--- src/common/mcu_pkg.sv ---
// Shared widths, register map, opcodes and the command word views
// used by the sequencer, the program memory and the register slaves.

package mcu_pkg;

  // program memory
  localparam int MEM_AW = 6;
  localparam int RAM_DEPTH = 32;
  localparam int CMD_W = 32;
  localparam logic [MEM_AW-1:0] BOOT_BASE = 6'd32;

  // register bus
  localparam int BUS_AW = 8;
  localparam int BUS_DW = 16;
  localparam int WAIT_W = 16;
  // address bit that picks the slave, 0 gpio and 1 soc
  localparam int BUS_SEL_BIT = 4;

  localparam logic [BUS_AW-1:0] GPIO_OUT_ADDR = 8'h00;
  localparam logic [BUS_AW-1:0] GPIO_SET_ADDR = 8'h01;
  localparam logic [BUS_AW-1:0] GPIO_CLR_ADDR = 8'h02;
  localparam logic [BUS_AW-1:0] GPIO_IN_ADDR = 8'h03;
  localparam logic [BUS_AW-1:0] SOC_EXIT_ADDR = 8'h10;
  localparam logic [BUS_AW-1:0] SOC_SCRATCH_ADDR = 8'h11;

  // unlisted codes halt like OP_HALT
  typedef enum logic [3:0] {
    OP_WRITE     = 4'h1,
    OP_READ      = 4'h2,
    OP_WRITE_ACC = 4'h3,
    OP_WAIT      = 4'h4,
    OP_JUMP      = 4'h5,
    OP_HALT      = 4'hF
  } op_e;

  typedef struct packed {
    op_e               op;
    logic [BUS_AW-1:0] addr;
    logic [BUS_DW-1:0] data;
    logic [3:0]        spare;
  } bus_cmd_t;

  typedef struct packed {
    op_e               op;
    logic [MEM_AW-1:0] target;
    logic [WAIT_W-1:0] count;
    logic [5:0]        spare;
  } ctrl_cmd_t;

  // both views keep op in the top nibble
  typedef union packed {
    bus_cmd_t  bus;
    ctrl_cmd_t ctrl;
  } cmd_u;

endpackage

--- src/common/mcu_bus_if.sv ---
// Four-phase req/ack register bus between the sequencer and the slaves,
// with master and slave views.

interface mcu_bus_if;
  import mcu_pkg::*;

  logic              req;
  logic              ack;
  logic              we;
  logic [BUS_AW-1:0] addr;
  logic [BUS_DW-1:0] wdata;
  logic [BUS_DW-1:0] rdata;

  modport master (
    output req, we, addr, wdata,
    input  ack, rdata
  );

  modport slave (
    input  req, we, addr, wdata,
    output ack, rdata
  );

endinterface

--- src/mcu/cmd_sequencer.sv ---
// Command sequencer FSM: fetches command words, runs four-phase bus
// transactions, counts waits, follows jumps and halts.

module cmd_sequencer (
  input  logic                        clk_gen,
  input  logic                        rst_n,
  input  logic                        fetch_enable_i,
  input  logic                        boot_select_i,
  input  mcu_pkg::cmd_u               fetch_data_i,
  output logic [mcu_pkg::MEM_AW-1:0]  fetch_addr_o,
  mcu_bus_if.master                   bus
);
  import mcu_pkg::*;

  typedef enum logic [2:0] {
    IDLE,
    FETCH,
    DECODE,
    REQ,
    RELEASE,
    WAIT,
    DONE
  } state_e;

  state_e            state_q;
  logic [MEM_AW-1:0] pc_q;
  logic [BUS_DW-1:0] acc_q;
  logic [WAIT_W-1:0] wait_cnt_q;
  logic              req_q;
  logic              we_q;
  logic [BUS_AW-1:0] addr_q;
  logic [BUS_DW-1:0] wdata_q;
  op_e               op;

  // memory reads pc every cycle, so the word is ready one cycle after pc moves
  assign fetch_addr_o = pc_q;
  assign op           = fetch_data_i.bus.op;

  assign bus.req   = req_q;
  assign bus.we    = we_q;
  assign bus.addr  = addr_q;
  assign bus.wdata = wdata_q;

  always_ff @(posedge clk_gen or negedge rst_n) begin
    if (!rst_n) begin
      state_q    <= IDLE;
      pc_q       <= '0;
      acc_q      <= '0;
      wait_cnt_q <= '0;
      req_q      <= 1'b0;
      we_q       <= 1'b0;
      addr_q     <= '0;
      wdata_q    <= '0;
    end else begin
      case (state_q)
        IDLE: begin
          if (fetch_enable_i) begin
            pc_q    <= boot_select_i ? BOOT_BASE : '0;
            state_q <= FETCH;
          end
        end
        FETCH: begin
          state_q <= DECODE;
        end
        DECODE: begin
          case (op)
            OP_WRITE, OP_READ, OP_WRITE_ACC: begin
              pc_q    <= pc_q + 1'b1;
              req_q   <= 1'b1;
              we_q    <= (op != OP_READ);
              addr_q  <= fetch_data_i.bus.addr;
              // write-acc sends acc xor immediate
              if (op == OP_WRITE_ACC) begin
                wdata_q <= acc_q ^ fetch_data_i.bus.data;
              end else begin
                wdata_q <= fetch_data_i.bus.data;
              end
              state_q <= REQ;
            end
            OP_WAIT: begin
              pc_q       <= pc_q + 1'b1;
              wait_cnt_q <= fetch_data_i.ctrl.count;
              state_q    <= WAIT;
            end
            OP_JUMP: begin
              pc_q    <= fetch_data_i.ctrl.target;
              state_q <= FETCH;
            end
            default: begin
              state_q <= DONE;
            end
          endcase
        end
        REQ: begin
          if (bus.ack) begin
            req_q <= 1'b0;
            if (!we_q) begin
              acc_q <= bus.rdata;
            end
            state_q <= RELEASE;
          end
        end
        RELEASE: begin
          // no new req until the slave has dropped ack
          if (!bus.ack) begin
            state_q <= DECODE;
          end
        end
        WAIT: begin
          if (wait_cnt_q == '0) begin
            state_q <= DECODE;
          end else begin
            wait_cnt_q <= wait_cnt_q - 1'b1;
          end
        end
        DONE: begin
          state_q <= DONE;
        end
        default: begin
          state_q <= IDLE;
        end
      endcase
    end
  end

  // a request is held until the selected slave answers
  assert property (@(posedge clk_gen) disable iff (!rst_n)
    bus.req && !bus.ack |=> bus.req);

  // payload does not move under an open request
  assert property (@(posedge clk_gen) disable iff (!rst_n)
    bus.req && !bus.ack |=> $stable(bus.addr) && $stable(bus.wdata) && $stable(bus.we));

endmodule

--- src/mcu/prog_mem.sv ---
// Program memory: 32-word RAM loaded over a four-phase host port,
// the fixed boot ROM, and a synchronous fetch port.

module prog_mem (
  input  logic                        clk_gen,
  input  logic                        rst_n,
  input  logic [mcu_pkg::MEM_AW-1:0]  fetch_addr_i,
  input  logic                        load_req_i,
  input  logic [mcu_pkg::MEM_AW-1:0]  load_addr_i,
  input  logic [mcu_pkg::CMD_W-1:0]   load_data_i,
  output mcu_pkg::cmd_u               fetch_data_o,
  output logic                        load_ack_o
);
  import mcu_pkg::*;

  logic [CMD_W-1:0] ram_q [RAM_DEPTH];
  cmd_u             rom_word;

  // ack follows req by one cycle in both directions
  always_ff @(posedge clk_gen or negedge rst_n) begin
    if (!rst_n) begin
      load_ack_o <= 1'b0;
    end else begin
      load_ack_o <= load_req_i;
    end
  end

  // one write per handshake, rom region acked but dropped
  always_ff @(posedge clk_gen) begin
    if (load_req_i && !load_ack_o && !load_addr_i[MEM_AW-1]) begin
      ram_q[load_addr_i[MEM_AW-2:0]] <= load_data_i;
    end
  end

  // boot rom, anything past it reads as halt
  always_comb begin
    rom_word         = '0;
    rom_word.ctrl.op = OP_HALT;
    if (fetch_addr_i[MEM_AW-1:2] == BOOT_BASE[MEM_AW-1:2]) begin
      case (fetch_addr_i[1:0])
        2'd0: begin
          rom_word.bus.op   = OP_WRITE;
          rom_word.bus.addr = GPIO_OUT_ADDR;
          rom_word.bus.data = 16'h00A5;
        end
        2'd1: begin
          rom_word.bus.op   = OP_READ;
          rom_word.bus.addr = GPIO_IN_ADDR;
        end
        2'd2: begin
          rom_word.bus.op   = OP_WRITE_ACC;
          rom_word.bus.addr = SOC_EXIT_ADDR;
          rom_word.bus.data = 16'h0000;
        end
        default: begin
          rom_word.ctrl.op = OP_HALT;
        end
      endcase
    end
  end

  always_ff @(posedge clk_gen) begin
    if (!fetch_addr_i[MEM_AW-1]) begin
      fetch_data_o <= ram_q[fetch_addr_i[MEM_AW-2:0]];
    end else begin
      fetch_data_o <= rom_word;
    end
  end

endmodule

--- src/mcu/gpio_regs.sv ---
// GPIO register slave: output register with set and clear aliases
// and a registered input readback.

module gpio_regs (
  input  logic                        clk_gen,
  input  logic                        rst_n,
  mcu_bus_if.slave                    bus,
  input  logic [mcu_pkg::BUS_DW-1:0]  gpio_i,
  output logic [mcu_pkg::BUS_DW-1:0]  gpio_o
);
  import mcu_pkg::*;

  logic              ack_q;
  logic              access;
  logic [BUS_DW-1:0] out_q;
  logic [BUS_DW-1:0] in_q;
  logic [BUS_DW-1:0] rdata_q;

  // first request cycle raises ack
  assign access = bus.req && !ack_q;

  always_ff @(posedge clk_gen or negedge rst_n) begin
    if (!rst_n) begin
      ack_q <= 1'b0;
      out_q <= '0;
    end else begin
      ack_q <= bus.req;
      if (access && bus.we) begin
        case (bus.addr)
          GPIO_OUT_ADDR: out_q <= bus.wdata;
          GPIO_SET_ADDR: out_q <= out_q | bus.wdata;
          GPIO_CLR_ADDR: out_q <= out_q & ~bus.wdata;
          default:       out_q <= out_q;
        endcase
      end
    end
  end

  always_ff @(posedge clk_gen) begin
    in_q <= gpio_i;
    if (access && !bus.we) begin
      case (bus.addr)
        GPIO_OUT_ADDR, GPIO_SET_ADDR, GPIO_CLR_ADDR: rdata_q <= out_q;
        GPIO_IN_ADDR: rdata_q <= in_q;
        default:      rdata_q <= '0;
      endcase
    end
  end

  assign bus.ack   = ack_q;
  assign bus.rdata = rdata_q;
  assign gpio_o    = out_q;

  // no new request while ack is still falling
  assert property (@(posedge clk_gen) disable iff (!rst_n)
    bus.ack && !bus.req |=> !bus.req);

endmodule

--- src/mcu/soc_ctrl.sv ---
// SoC control slave: sticky exit value and exit valid, plus a
// read-write scratch register.

module soc_ctrl (
  input  logic                        clk_gen,
  input  logic                        rst_n,
  mcu_bus_if.slave                    bus,
  output logic [mcu_pkg::BUS_DW-1:0]  exit_value_o,
  output logic                        exit_valid_o
);
  import mcu_pkg::*;

  logic              ack_q;
  logic              access;
  logic [BUS_DW-1:0] exit_value_q;
  logic              exit_valid_q;
  logic [BUS_DW-1:0] scratch_q;
  logic [BUS_DW-1:0] rdata_q;

  assign access = bus.req && !ack_q;

  always_ff @(posedge clk_gen or negedge rst_n) begin
    if (!rst_n) begin
      ack_q        <= 1'b0;
      exit_value_q <= '0;
      exit_valid_q <= 1'b0;
    end else begin
      ack_q <= bus.req;
      // valid stays up until reset
      if (access && bus.we && bus.addr == SOC_EXIT_ADDR) begin
        exit_value_q <= bus.wdata;
        exit_valid_q <= 1'b1;
      end
    end
  end

  always_ff @(posedge clk_gen) begin
    if (access && bus.we && bus.addr == SOC_SCRATCH_ADDR) begin
      scratch_q <= bus.wdata;
    end
    if (access && !bus.we) begin
      case (bus.addr)
        SOC_EXIT_ADDR:    rdata_q <= exit_value_q;
        SOC_SCRATCH_ADDR: rdata_q <= scratch_q;
        default:          rdata_q <= '0;
      endcase
    end
  end

  assign bus.ack      = ack_q;
  assign bus.rdata    = rdata_q;
  assign exit_value_o = exit_value_q;
  assign exit_valid_o = exit_valid_q;

endmodule

--- src/mcu/mcu_system.sv ---
// MCU system: command sequencer, program memory, GPIO and SoC control
// slaves, plus the address decode that steers the register bus.

module mcu_system (
  input  logic                        clk_gen,
  input  logic                        rst_n,
  input  logic                        fetch_enable_i,
  input  logic                        boot_select_i,
  input  logic [mcu_pkg::BUS_DW-1:0]  gpio_i,
  input  logic                        load_req_i,
  input  logic [mcu_pkg::MEM_AW-1:0]  load_addr_i,
  input  logic [mcu_pkg::CMD_W-1:0]   load_data_i,
  output logic                        load_ack_o,
  output logic [mcu_pkg::BUS_DW-1:0]  gpio_o,
  output logic [mcu_pkg::BUS_DW-1:0]  exit_value_o,
  output logic                        exit_valid_o
);
  import mcu_pkg::*;

  logic [MEM_AW-1:0] fetch_addr;
  cmd_u              fetch_data;
  logic              sel_soc;

  mcu_bus_if bus_m ();
  mcu_bus_if bus_gpio ();
  mcu_bus_if bus_soc ();

  // addr is held by the master through the whole handshake
  assign sel_soc = bus_m.addr[BUS_SEL_BIT];

  assign bus_gpio.req   = bus_m.req & ~sel_soc;
  assign bus_gpio.we    = bus_m.we;
  assign bus_gpio.addr  = bus_m.addr;
  assign bus_gpio.wdata = bus_m.wdata;

  assign bus_soc.req    = bus_m.req & sel_soc;
  assign bus_soc.we     = bus_m.we;
  assign bus_soc.addr   = bus_m.addr;
  assign bus_soc.wdata  = bus_m.wdata;

  assign bus_m.ack   = sel_soc ? bus_soc.ack : bus_gpio.ack;
  assign bus_m.rdata = sel_soc ? bus_soc.rdata : bus_gpio.rdata;

  cmd_sequencer u_cmd_sequencer (
    .clk_gen        (clk_gen),
    .rst_n          (rst_n),
    .fetch_enable_i (fetch_enable_i),
    .boot_select_i  (boot_select_i),
    .fetch_data_i   (fetch_data),
    .fetch_addr_o   (fetch_addr),
    .bus            (bus_m.master)
  );

  prog_mem u_prog_mem (
    .clk_gen      (clk_gen),
    .rst_n        (rst_n),
    .fetch_addr_i (fetch_addr),
    .load_req_i   (load_req_i),
    .load_addr_i  (load_addr_i),
    .load_data_i  (load_data_i),
    .fetch_data_o (fetch_data),
    .load_ack_o   (load_ack_o)
  );

  gpio_regs u_gpio_regs (
    .clk_gen (clk_gen),
    .rst_n   (rst_n),
    .bus     (bus_gpio.slave),
    .gpio_i  (gpio_i),
    .gpio_o  (gpio_o)
  );

  soc_ctrl u_soc_ctrl (
    .clk_gen      (clk_gen),
    .rst_n        (rst_n),
    .bus          (bus_soc.slave),
    .exit_value_o (exit_value_o),
    .exit_valid_o (exit_valid_o)
  );

endmodule

--- src/logic/board_top.sv ---
// Board wrapper: reset synchronizer, LED blink counter and the
// MCU system instance.

module board_top #(
  parameter int CLK_LED_COUNT_LENGTH = 27
) (
  input  logic                        clk_gen,
  input  logic                        rst_n,
  input  logic                        fetch_enable_i,
  input  logic                        boot_select_i,
  input  logic [mcu_pkg::BUS_DW-1:0]  gpio_i,
  input  logic                        load_req_i,
  input  logic [mcu_pkg::MEM_AW-1:0]  load_addr_i,
  input  logic [mcu_pkg::CMD_W-1:0]   load_data_i,
  output logic                        load_ack_o,
  output logic [mcu_pkg::BUS_DW-1:0]  gpio_o,
  output logic [mcu_pkg::BUS_DW-1:0]  exit_value_o,
  output logic                        exit_valid_o,
  output logic                        rst_led_o,
  output logic                        clk_led_o
);

  logic [1:0]                        rst_sync_q;
  logic                              rst_sync_n;
  logic [CLK_LED_COUNT_LENGTH-1:0]   clk_count_q;

  // assert at once, release after two edges
  always_ff @(posedge clk_gen or negedge rst_n) begin
    if (!rst_n) begin
      rst_sync_q <= 2'b00;
    end else begin
      rst_sync_q <= {rst_sync_q[0], 1'b1};
    end
  end

  assign rst_sync_n = rst_sync_q[1];
  assign rst_led_o  = rst_sync_n;

  // free running blink counter
  always_ff @(posedge clk_gen or negedge rst_sync_n) begin
    if (!rst_sync_n) begin
      clk_count_q <= '0;
    end else begin
      clk_count_q <= clk_count_q + 1'b1;
    end
  end

  assign clk_led_o = clk_count_q[CLK_LED_COUNT_LENGTH-1];

  mcu_system u_mcu_system (
    .clk_gen        (clk_gen),
    .rst_n          (rst_sync_n),
    .fetch_enable_i (fetch_enable_i),
    .boot_select_i  (boot_select_i),
    .gpio_i         (gpio_i),
    .load_req_i     (load_req_i),
    .load_addr_i    (load_addr_i),
    .load_data_i    (load_data_i),
    .load_ack_o     (load_ack_o),
    .gpio_o         (gpio_o),
    .exit_value_o   (exit_value_o),
    .exit_valid_o   (exit_valid_o)
  );

endmodule

--- config.mk ---
export PLATFORM = sky130hd
export DESIGN_NAME = board_top
export DESIGN_NICKNAME = d
export VERILOG_FILES = /design/src/common/mcu_pkg.sv /design/src/common/mcu_bus_if.sv /design/src/mcu/cmd_sequencer.sv /design/src/mcu/prog_mem.sv /design/src/mcu/gpio_regs.sv /design/src/mcu/soc_ctrl.sv /design/src/mcu/mcu_system.sv /design/src/logic/board_top.sv
export SDC_FILE = /design/constraint.sdc
export NUM_CORES = 1
export LEC_CHECK = 0
export CELL_PAD_IN_SITES_DETAIL_PLACEMENT = 1
export CELL_PAD_IN_SITES_GLOBAL_PLACEMENT = 2
export CORE_ASPECT_RATIO = 0.8
export CORE_MARGIN = 1.5
export CORE_UTILIZATION = 53
export CTS_BUF_LIST = sky130_fd_sc_hd__clkbuf_4 sky130_fd_sc_hd__clkbuf_8 sky130_fd_sc_hd__clkbuf_16
export DETAILED_ROUTE_END_ITERATION = 12
export DONT_BUFFER_PORTS = 1
export GPL_TIMING_DRIVEN = 0
export PLACE_DENSITY_LB_ADDON = 0.1
export SYNTH_ARGS = -nofsm -noshare
export SYNTH_HDL_FRONTEND = slang
export SYNTH_SLANG_ARGS = --single-unit
--- constraint.sdc ---
create_clock -name clk_gen -period 6 [get_ports clk_gen]
set_input_delay 0.3 -clock clk_gen [delete_from_list [all_inputs] [get_ports clk_gen]]
set_output_delay 0.3 -clock clk_gen [all_outputs]
set_load 0.1 [all_outputs]
# Word-level counts from Yosys, hierarchy flattened
# Memory sizes are Yosys's and may differ from the RTL's.
# Cells that the tools add are included.
# op_classes
add_sub_neg,3
n_mul,0
div_mod_pow,0
n_lt_le_gt_ge,0
eq_ne,28
shift,0
muxes,29
n_bitwise,8
n_reduce_logical,33
# ops
operator,n
16-bit one-hot mux with 2 select lines,3
16-bit two-way mux,4
16-bit one-hot mux with 3 select lines,1
32-bit two-way mux,1
28-bit two-way mux,1
27-bit by 1-bit adder with 27-bit output (second input constant),1
6-bit one-hot mux with 2 select lines,2
3-bit one-hot mux with 7 select lines,1
16-bit bitwise AND,1
8-bit by 2-bit equality test with 1-bit output (second input constant),2
8-bit by 5-bit equality test with 1-bit output (second input constant),2
16-bit zero test,1
16-bit NOT,1
16-bit OR,1
16-bit by 1-bit subtractor with 16-bit output (second input constant),1
16-bit XOR,1
2-bit != test (second input constant),7
3-bit two-way mux,4
6-bit two-way mux,2
4-bit one-hot mux with 3 select lines,1
3-bit AND reduction,4
1-bit logical AND,10
5-bit one-hot mux with 2 select lines,1
3-bit equality test (second input constant),3
other kinds (28),45
# totals
ff_bits,224
latch_bits,0
mem_bits_rw,1024
romBits,0
input_bits,59
output_inout_bits,36
wordCells,123
memories,1
# memory_table
name,depth,word_bits,read_ports,rd_clocked_by_memory_dff,write_ports,line,text
u_mcu_system.u_prog_mem.ram_q,32,32,1,0,1,prog_mem.sv:16,logic [CMD_W-1:0] ram_q [RAM_DEPTH];

# Depth between registers and ports, before layout
# depth
ltp_word,5
depth_mapped,10

# Modules after synthesis
# A second synthesis with hierarchy kept.
# unflattened
hier_cells,2514
area_unflattened_um2,49195.9
# by_module_without_submodules
mod,instances,cells_per_inst,area_each_um2,seq_area_each_um2
prog_mem,1,1750,40253.6,31415.1
cmd_sequencer,1,341,3463.3,1676.6
gpio_regs,1,186,2062.0,1226.2
soc_ctrl,1,113,1914.3,1411.4
board_top,1,103,1233.7,725.7
mcu_system,1,21,269.0,0.0

# Worst setup path after synthesis
# No wires, ideal clock.
# synth_timing
kind,register to output
startpoint,register rst_sync_q[1]
endpoint,output rst_led_o
arrival_time_ps,3695
path_slack_ps,2005
path_stages_with_launch,1
path_buffers,0
cell_sequence,dfrtp_1
# synth_rtl
element,line,text
from (decl),board_top.sv:23,logic [1:0] rst_sync_q;
from (signal assigned),board_top.sv:32,"rst_sync_q <= {rst_sync_q[0], 1'b1};"
to (decl),board_top.sv:19,"output logic rst_led_o,"
# No word-level cell between the ends.

# Final worst setup path
# layout_timing
startpoint,register u_mcu_system.u_cmd_sequencer.pc_q[1] (netlist: u_mcu_system.u_cmd_sequencer.fetch_addr_o[1])
endpoint,register u_mcu_system.u_prog_mem.fetch_data_o[16] (netlist bit)
# layout_between
elab_chain_cells,2
# layout_lines
element,line,text
from (decl),cmd_sequencer.sv:26,logic [MEM_AW-1:0] pc_q;
from (signal assigned),cmd_sequencer.sv:58,pc_q <= boot_select_i ? BOOT_BASE : '0;
from (signal assigned),cmd_sequencer.sv:68,pc_q <= pc_q + 1'b1;
from (signal assigned),cmd_sequencer.sv:81,pc_q <= pc_q + 1'b1;
memory read 32 x 32 bit,n/a,
32-bit two-way mux,prog_mem.sv:63,if (!fetch_addr_i[MEM_AW-1]) begin
to (signal assigned),prog_mem.sv:64,fetch_data_o <= ram_q[fetch_addr_i[MEM_AW-2:0]];
to (signal assigned),prog_mem.sv:66,fetch_data_o <= rom_word;
to (decl),prog_mem.sv:11,"output mcu_pkg::cmd_u fetch_data_o,"
# Every way passes these cells.
# A chain may end at the register's enable or synchronous reset.

==> metrics.csv <==
metric,value,unit
status,completed,
syn_nets,2454,
GRT Total Usage,30.8,%
Sink Count,1120,
"Async S/R FF share, synth",11.8,%
source of the worst hold timing path,gpio_i[12],
sequential share of the synthesized area,75.2,%
"Avg Cell Area, Syn",18.1,um2
Hold Path Stages,1,
"EDFF count, synth",944,
Area growth syn-to-layout,15.8,%
"Hold Violations, Final",0,
root buf cell,clkbuf_16,
Combinational Power Share,24.1,%
DR iter-0 viols,3132,
Via Count,24400,
Worst EP arrival,5000,ps
post-synthesis cell count,2385,
Clock Pin Slew Worst Setup and Hold Paths,70,ps
crit path time final,4530,ps
Slew Limit Fails,0,
Core ar.,80600,um2
R2R Setup Slk,1470,ps
WL final,126000,um
Ports,95,
GPL Wtd Cong,0.843,
post-route ant nets,0,
largest net degree at the start of global routing,64,
Port Buf Inserts,0,
Synth Area in Compound Gates,5.05,%
max frequency,0.221,GHz
part of the power in the clock network,31.4,%
post-detail-place hpwl,84400,um
placed instance area,45700,um2
WL/cell,33.3,um
sw frac,33.0,%
Worst Path Required,6470,ps
DR pass1 iterations,5,
Worst R2R End,u_mcu_system.u_prog_mem.fetch_data_o[16]$_SDFF_PP0_,
Synth Area in XOR/XNOR,0.971,%
post-layout util,62.2,%
Vert. Die Dim,259,um
Post-CTS Hold Fix Bufs,61,
Overflow after GRT,0,
Horiz. Die Dim,322,um
synthesized cell area,43300,um2
R2R cell count,7,
first-pass GRT wire length,180000,um
Site Rows,93,
postcts setup bufs,0,
multiplexer share of the synthesized area,12.8,%
most frequent cells in the layout,"edfxtp_1 (944), mux2i_1 (166), mux4_2 (159)",
CTS resizes,0,
Final #Nets,2661,
Synth warnings,0,
Reg area,32500,um2
Int Pwr,14.9,mW
Hold Path End,u_mcu_system.u_gpio_regs.in_q[12]$_DFF_P_,
Worst VDD drop,0.299,mV
final instance area,50100,um2
unrepaired setup endpoints after global routing,false,
Starting Density,53.7,%
DRC viols,0,
WS Path Type,reg2reg,
net switching power,7.34,mW
simple-gate share of the synthesized area,4.27,%
Crit. End Element,flop,
die area,83400,um2
Post-Place Setup Slack,1770,ps
Worst-Margin Slew,1350,ps
"most common cell after layout, fill and taps aside",edfxtp_1,
LEAKAGE,16.5,nW
CTS tree,yes,
vias in the first global route,25300,
Yosys reg bits,1120,
Hold WC Path Type,in2reg,
number of antenna violations at the first check in global routing,6,
Post-Layout Cell Count,3780,
clk_lat worst skew,690,ps
CP max FO,10,
Vias/cell,6.45,
Filler cells,6850,
power per cell area,444,nW/um2
Clock Skews,25.6,ps
multi-input logic area,10400,um2
Max transition margin,10.0,%
Final WS setup,1470,ps
Final setup viols,0,
placed cells,3514,
Critical R2R Launch,u_mcu_system.u_cmd_sequencer.fetch_addr_o[1]$_DFFE_PN0P_,
# H-tree levels,3,
critical path startpoint category,flop,
CTS Buf Count,107,
post-synth cell types,65,
Seq pwr share,44.5,%
Post-synth top flop,edfxtp_1,
fraction of layout cells with a size suffix above 1,19.2,%
adder-cell share of the synthesized area,0.289,%
max_cap viols,0,
largest family of logic cells by synthesized area,multiplexers,
Final Cycle Share,75.6,%
Longest Clk Path Bufs,3,
-- worst max-delay path, stage by stage (launching register included) --
cell and delay, ps:
dfrtp_1 440, clkbuf_1 270, clkbuf_1 510, nand3b_1 610
clkbuf_1 900, o221ai_1 300, a211oi_1 1010, a211oi_1 250
-- how the worst max path moves through the flow --
stage / start / to / slack (ps) / cells past startpoint
6_report: u_mcu_system.u_cmd_sequencer.fetch_addr_o[1]$_DFFE_PN0P_ / u_mcu_system.u_prog_mem.fetch_data_o[16]$_SDFF_PP0_ / 1470 / 7
5_1_grt: u_mcu_system.u_cmd_sequencer.fetch_addr_o[1]$_DFFE_PN0P_ / u_mcu_system.u_prog_mem.fetch_data_o[16]$_SDFF_PP0_ / 1520 / 7
4_1_cts: u_mcu_system.u_cmd_sequencer.fetch_addr_o[1]$_DFFE_PN0P_ / u_mcu_system.u_prog_mem.fetch_data_o[16]$_SDFF_PP0_ / 1740 / 7
3_5_place_dp: u_mcu_system.u_cmd_sequencer.fetch_addr_o[1]$_DFFE_PN0P_ / u_mcu_system.u_prog_mem.fetch_data_o[16]$_SDFF_PP0_ / 1770 / 7
3_3_place_gp: rst_sync_q[1]$_DFF_PN0_ / u_mcu_system.u_cmd_sequencer.wait_cnt_q[13]$_DFFE_PN0P_ / -1040 / 0
2_1_floorplan: rst_sync_q[1]$_DFF_PN0_ / clk_count_q[0]$_DFF_PN0_ / 1230 / 0
-- cell type report --
| type | count | area share (%) |
|---|---|---|
| flip-flops and latches | 1120 | 64.9 |
| clock buffers | 143 | 6.10 |
| repair buffers | 98 | 3.12 |
| clock inverters | 60 | 1.20 |
| multi-input cells | 1122 | 20.7 |
| well taps | 1092 | 2.73 |
| plain buffers | 131 | 1.14 |
| diodes | 2 | 0.00998 |
| inverters | 12 | 0.0899 |
-- synthesized netlist by cell type (all sizes together), types with 2 or more instances --
library cell    n  area, um2
clkbuf         79        297
mux4          159       3580
a2111oi        11       96.3
a221oi          9       78.8
nand3          26        130
mux2           27        304
nor2          109        409
xnor2          23        201
ha             10        125
nand4           9       56.3
or3             5       36.3
o221ai         25        219
nor2b          10       62.6
inv            12       45.0
nor4b           3       26.3
o22ai          39        244
or4             7       56.3
or3b            4       35.0
o21ai          53        265
and3           11       68.8
nand3b          9       67.6
xor2           25        219
nor4bb          2       20.0
a211oi         44        330
nor3b           5       37.5
buf            52        277
a31o            3       26.3
edfxtp        944      28300
dfrtp         132       3300
and4            4       35.0
nor3           25        135
a21o            2       15.0
nand2b          4       25.0
dfxtp          44        881
and2            8       50.1
nand2         146        548
mux2i         166       1660
nor4            3       18.8
a31oi           8       50.1
a311oi          4       35.0
o221a           6       67.6
a21oi          57        285
a22o           27        236
o211ai          3       22.5
a22oi          18        135
-- logic make-up (layout without fill, tap and decap cells) --
kind of cell	count (synthesis)	count (layout)
DFF	1120	1120
and+or+nand+nor	393	393
muxes	352	352
AOI/OAI and AO/OA	318	318
buffers and inverters	143	444
xor gates and xnor gates	48	48
adders and majority gates	10	10
other	1	3
-- metrics by stage --
step | hold WS [ps] | setup TNS, ps | total power [mW]
floorplan | 4.41 | 0 | 13.2
finish | 156 | 0 | 22.3
global route | 128 | 0 | 22.9
detailed placement | 4.45 | 0 | 15.2
global placement | 4.45 | -128230 | 15.0
CTS | 117 | 0 | 22.3
-- state kept, by name, indices dropped and copies added (netlist names), 16 cells and up --
register and cells:
u_mcu_system.u_gpio_regs.gpio_o 16, u_mcu_system.u_soc_ctrl.bus.rdata 16, clk_count_q 27, u_mcu_system.u_cmd_sequencer.wait_cnt_q 16
u_mcu_system.u_cmd_sequencer.acc_q 16, u_mcu_system.u_cmd_sequencer.bus.wdata 16, u_mcu_system.u_gpio_regs.in_q 16, u_mcu_system.u_soc_ctrl.scratch_q 16
u_mcu_system.u_prog_mem.fetch_data_o 28, u_mcu_system.u_soc_ctrl.exit_value_o 16, u_mcu_system.u_prog_mem.ram_q 896, u_mcu_system.u_gpio_regs.bus.rdata 16
-- per-layer routing --
metal,global-route usage [%],up-vias,routed length (um)
li1,-,9973,-
met1,45.8,13000,52300
met2,46.5,1210,57500
met3,6.95,191,13000
met4,8.08,6,3180
met5,0,-,42
-- power by group through the flow --
stage / Combinational (mW) / Clock [mW] / Sequential, mW
finish: 5.37 / 6.99 / 9.92
global route: 5.66 / 7.30 / 9.96
CTS: 5.32 / 7.05 / 9.92
detailed placement: 5.13 / 0 / 10.1
global placement: 4.95 / 0 / 10.1
floorplan: 3.33 / 0 / 9.87
Power figures use the tool's default switching activity.
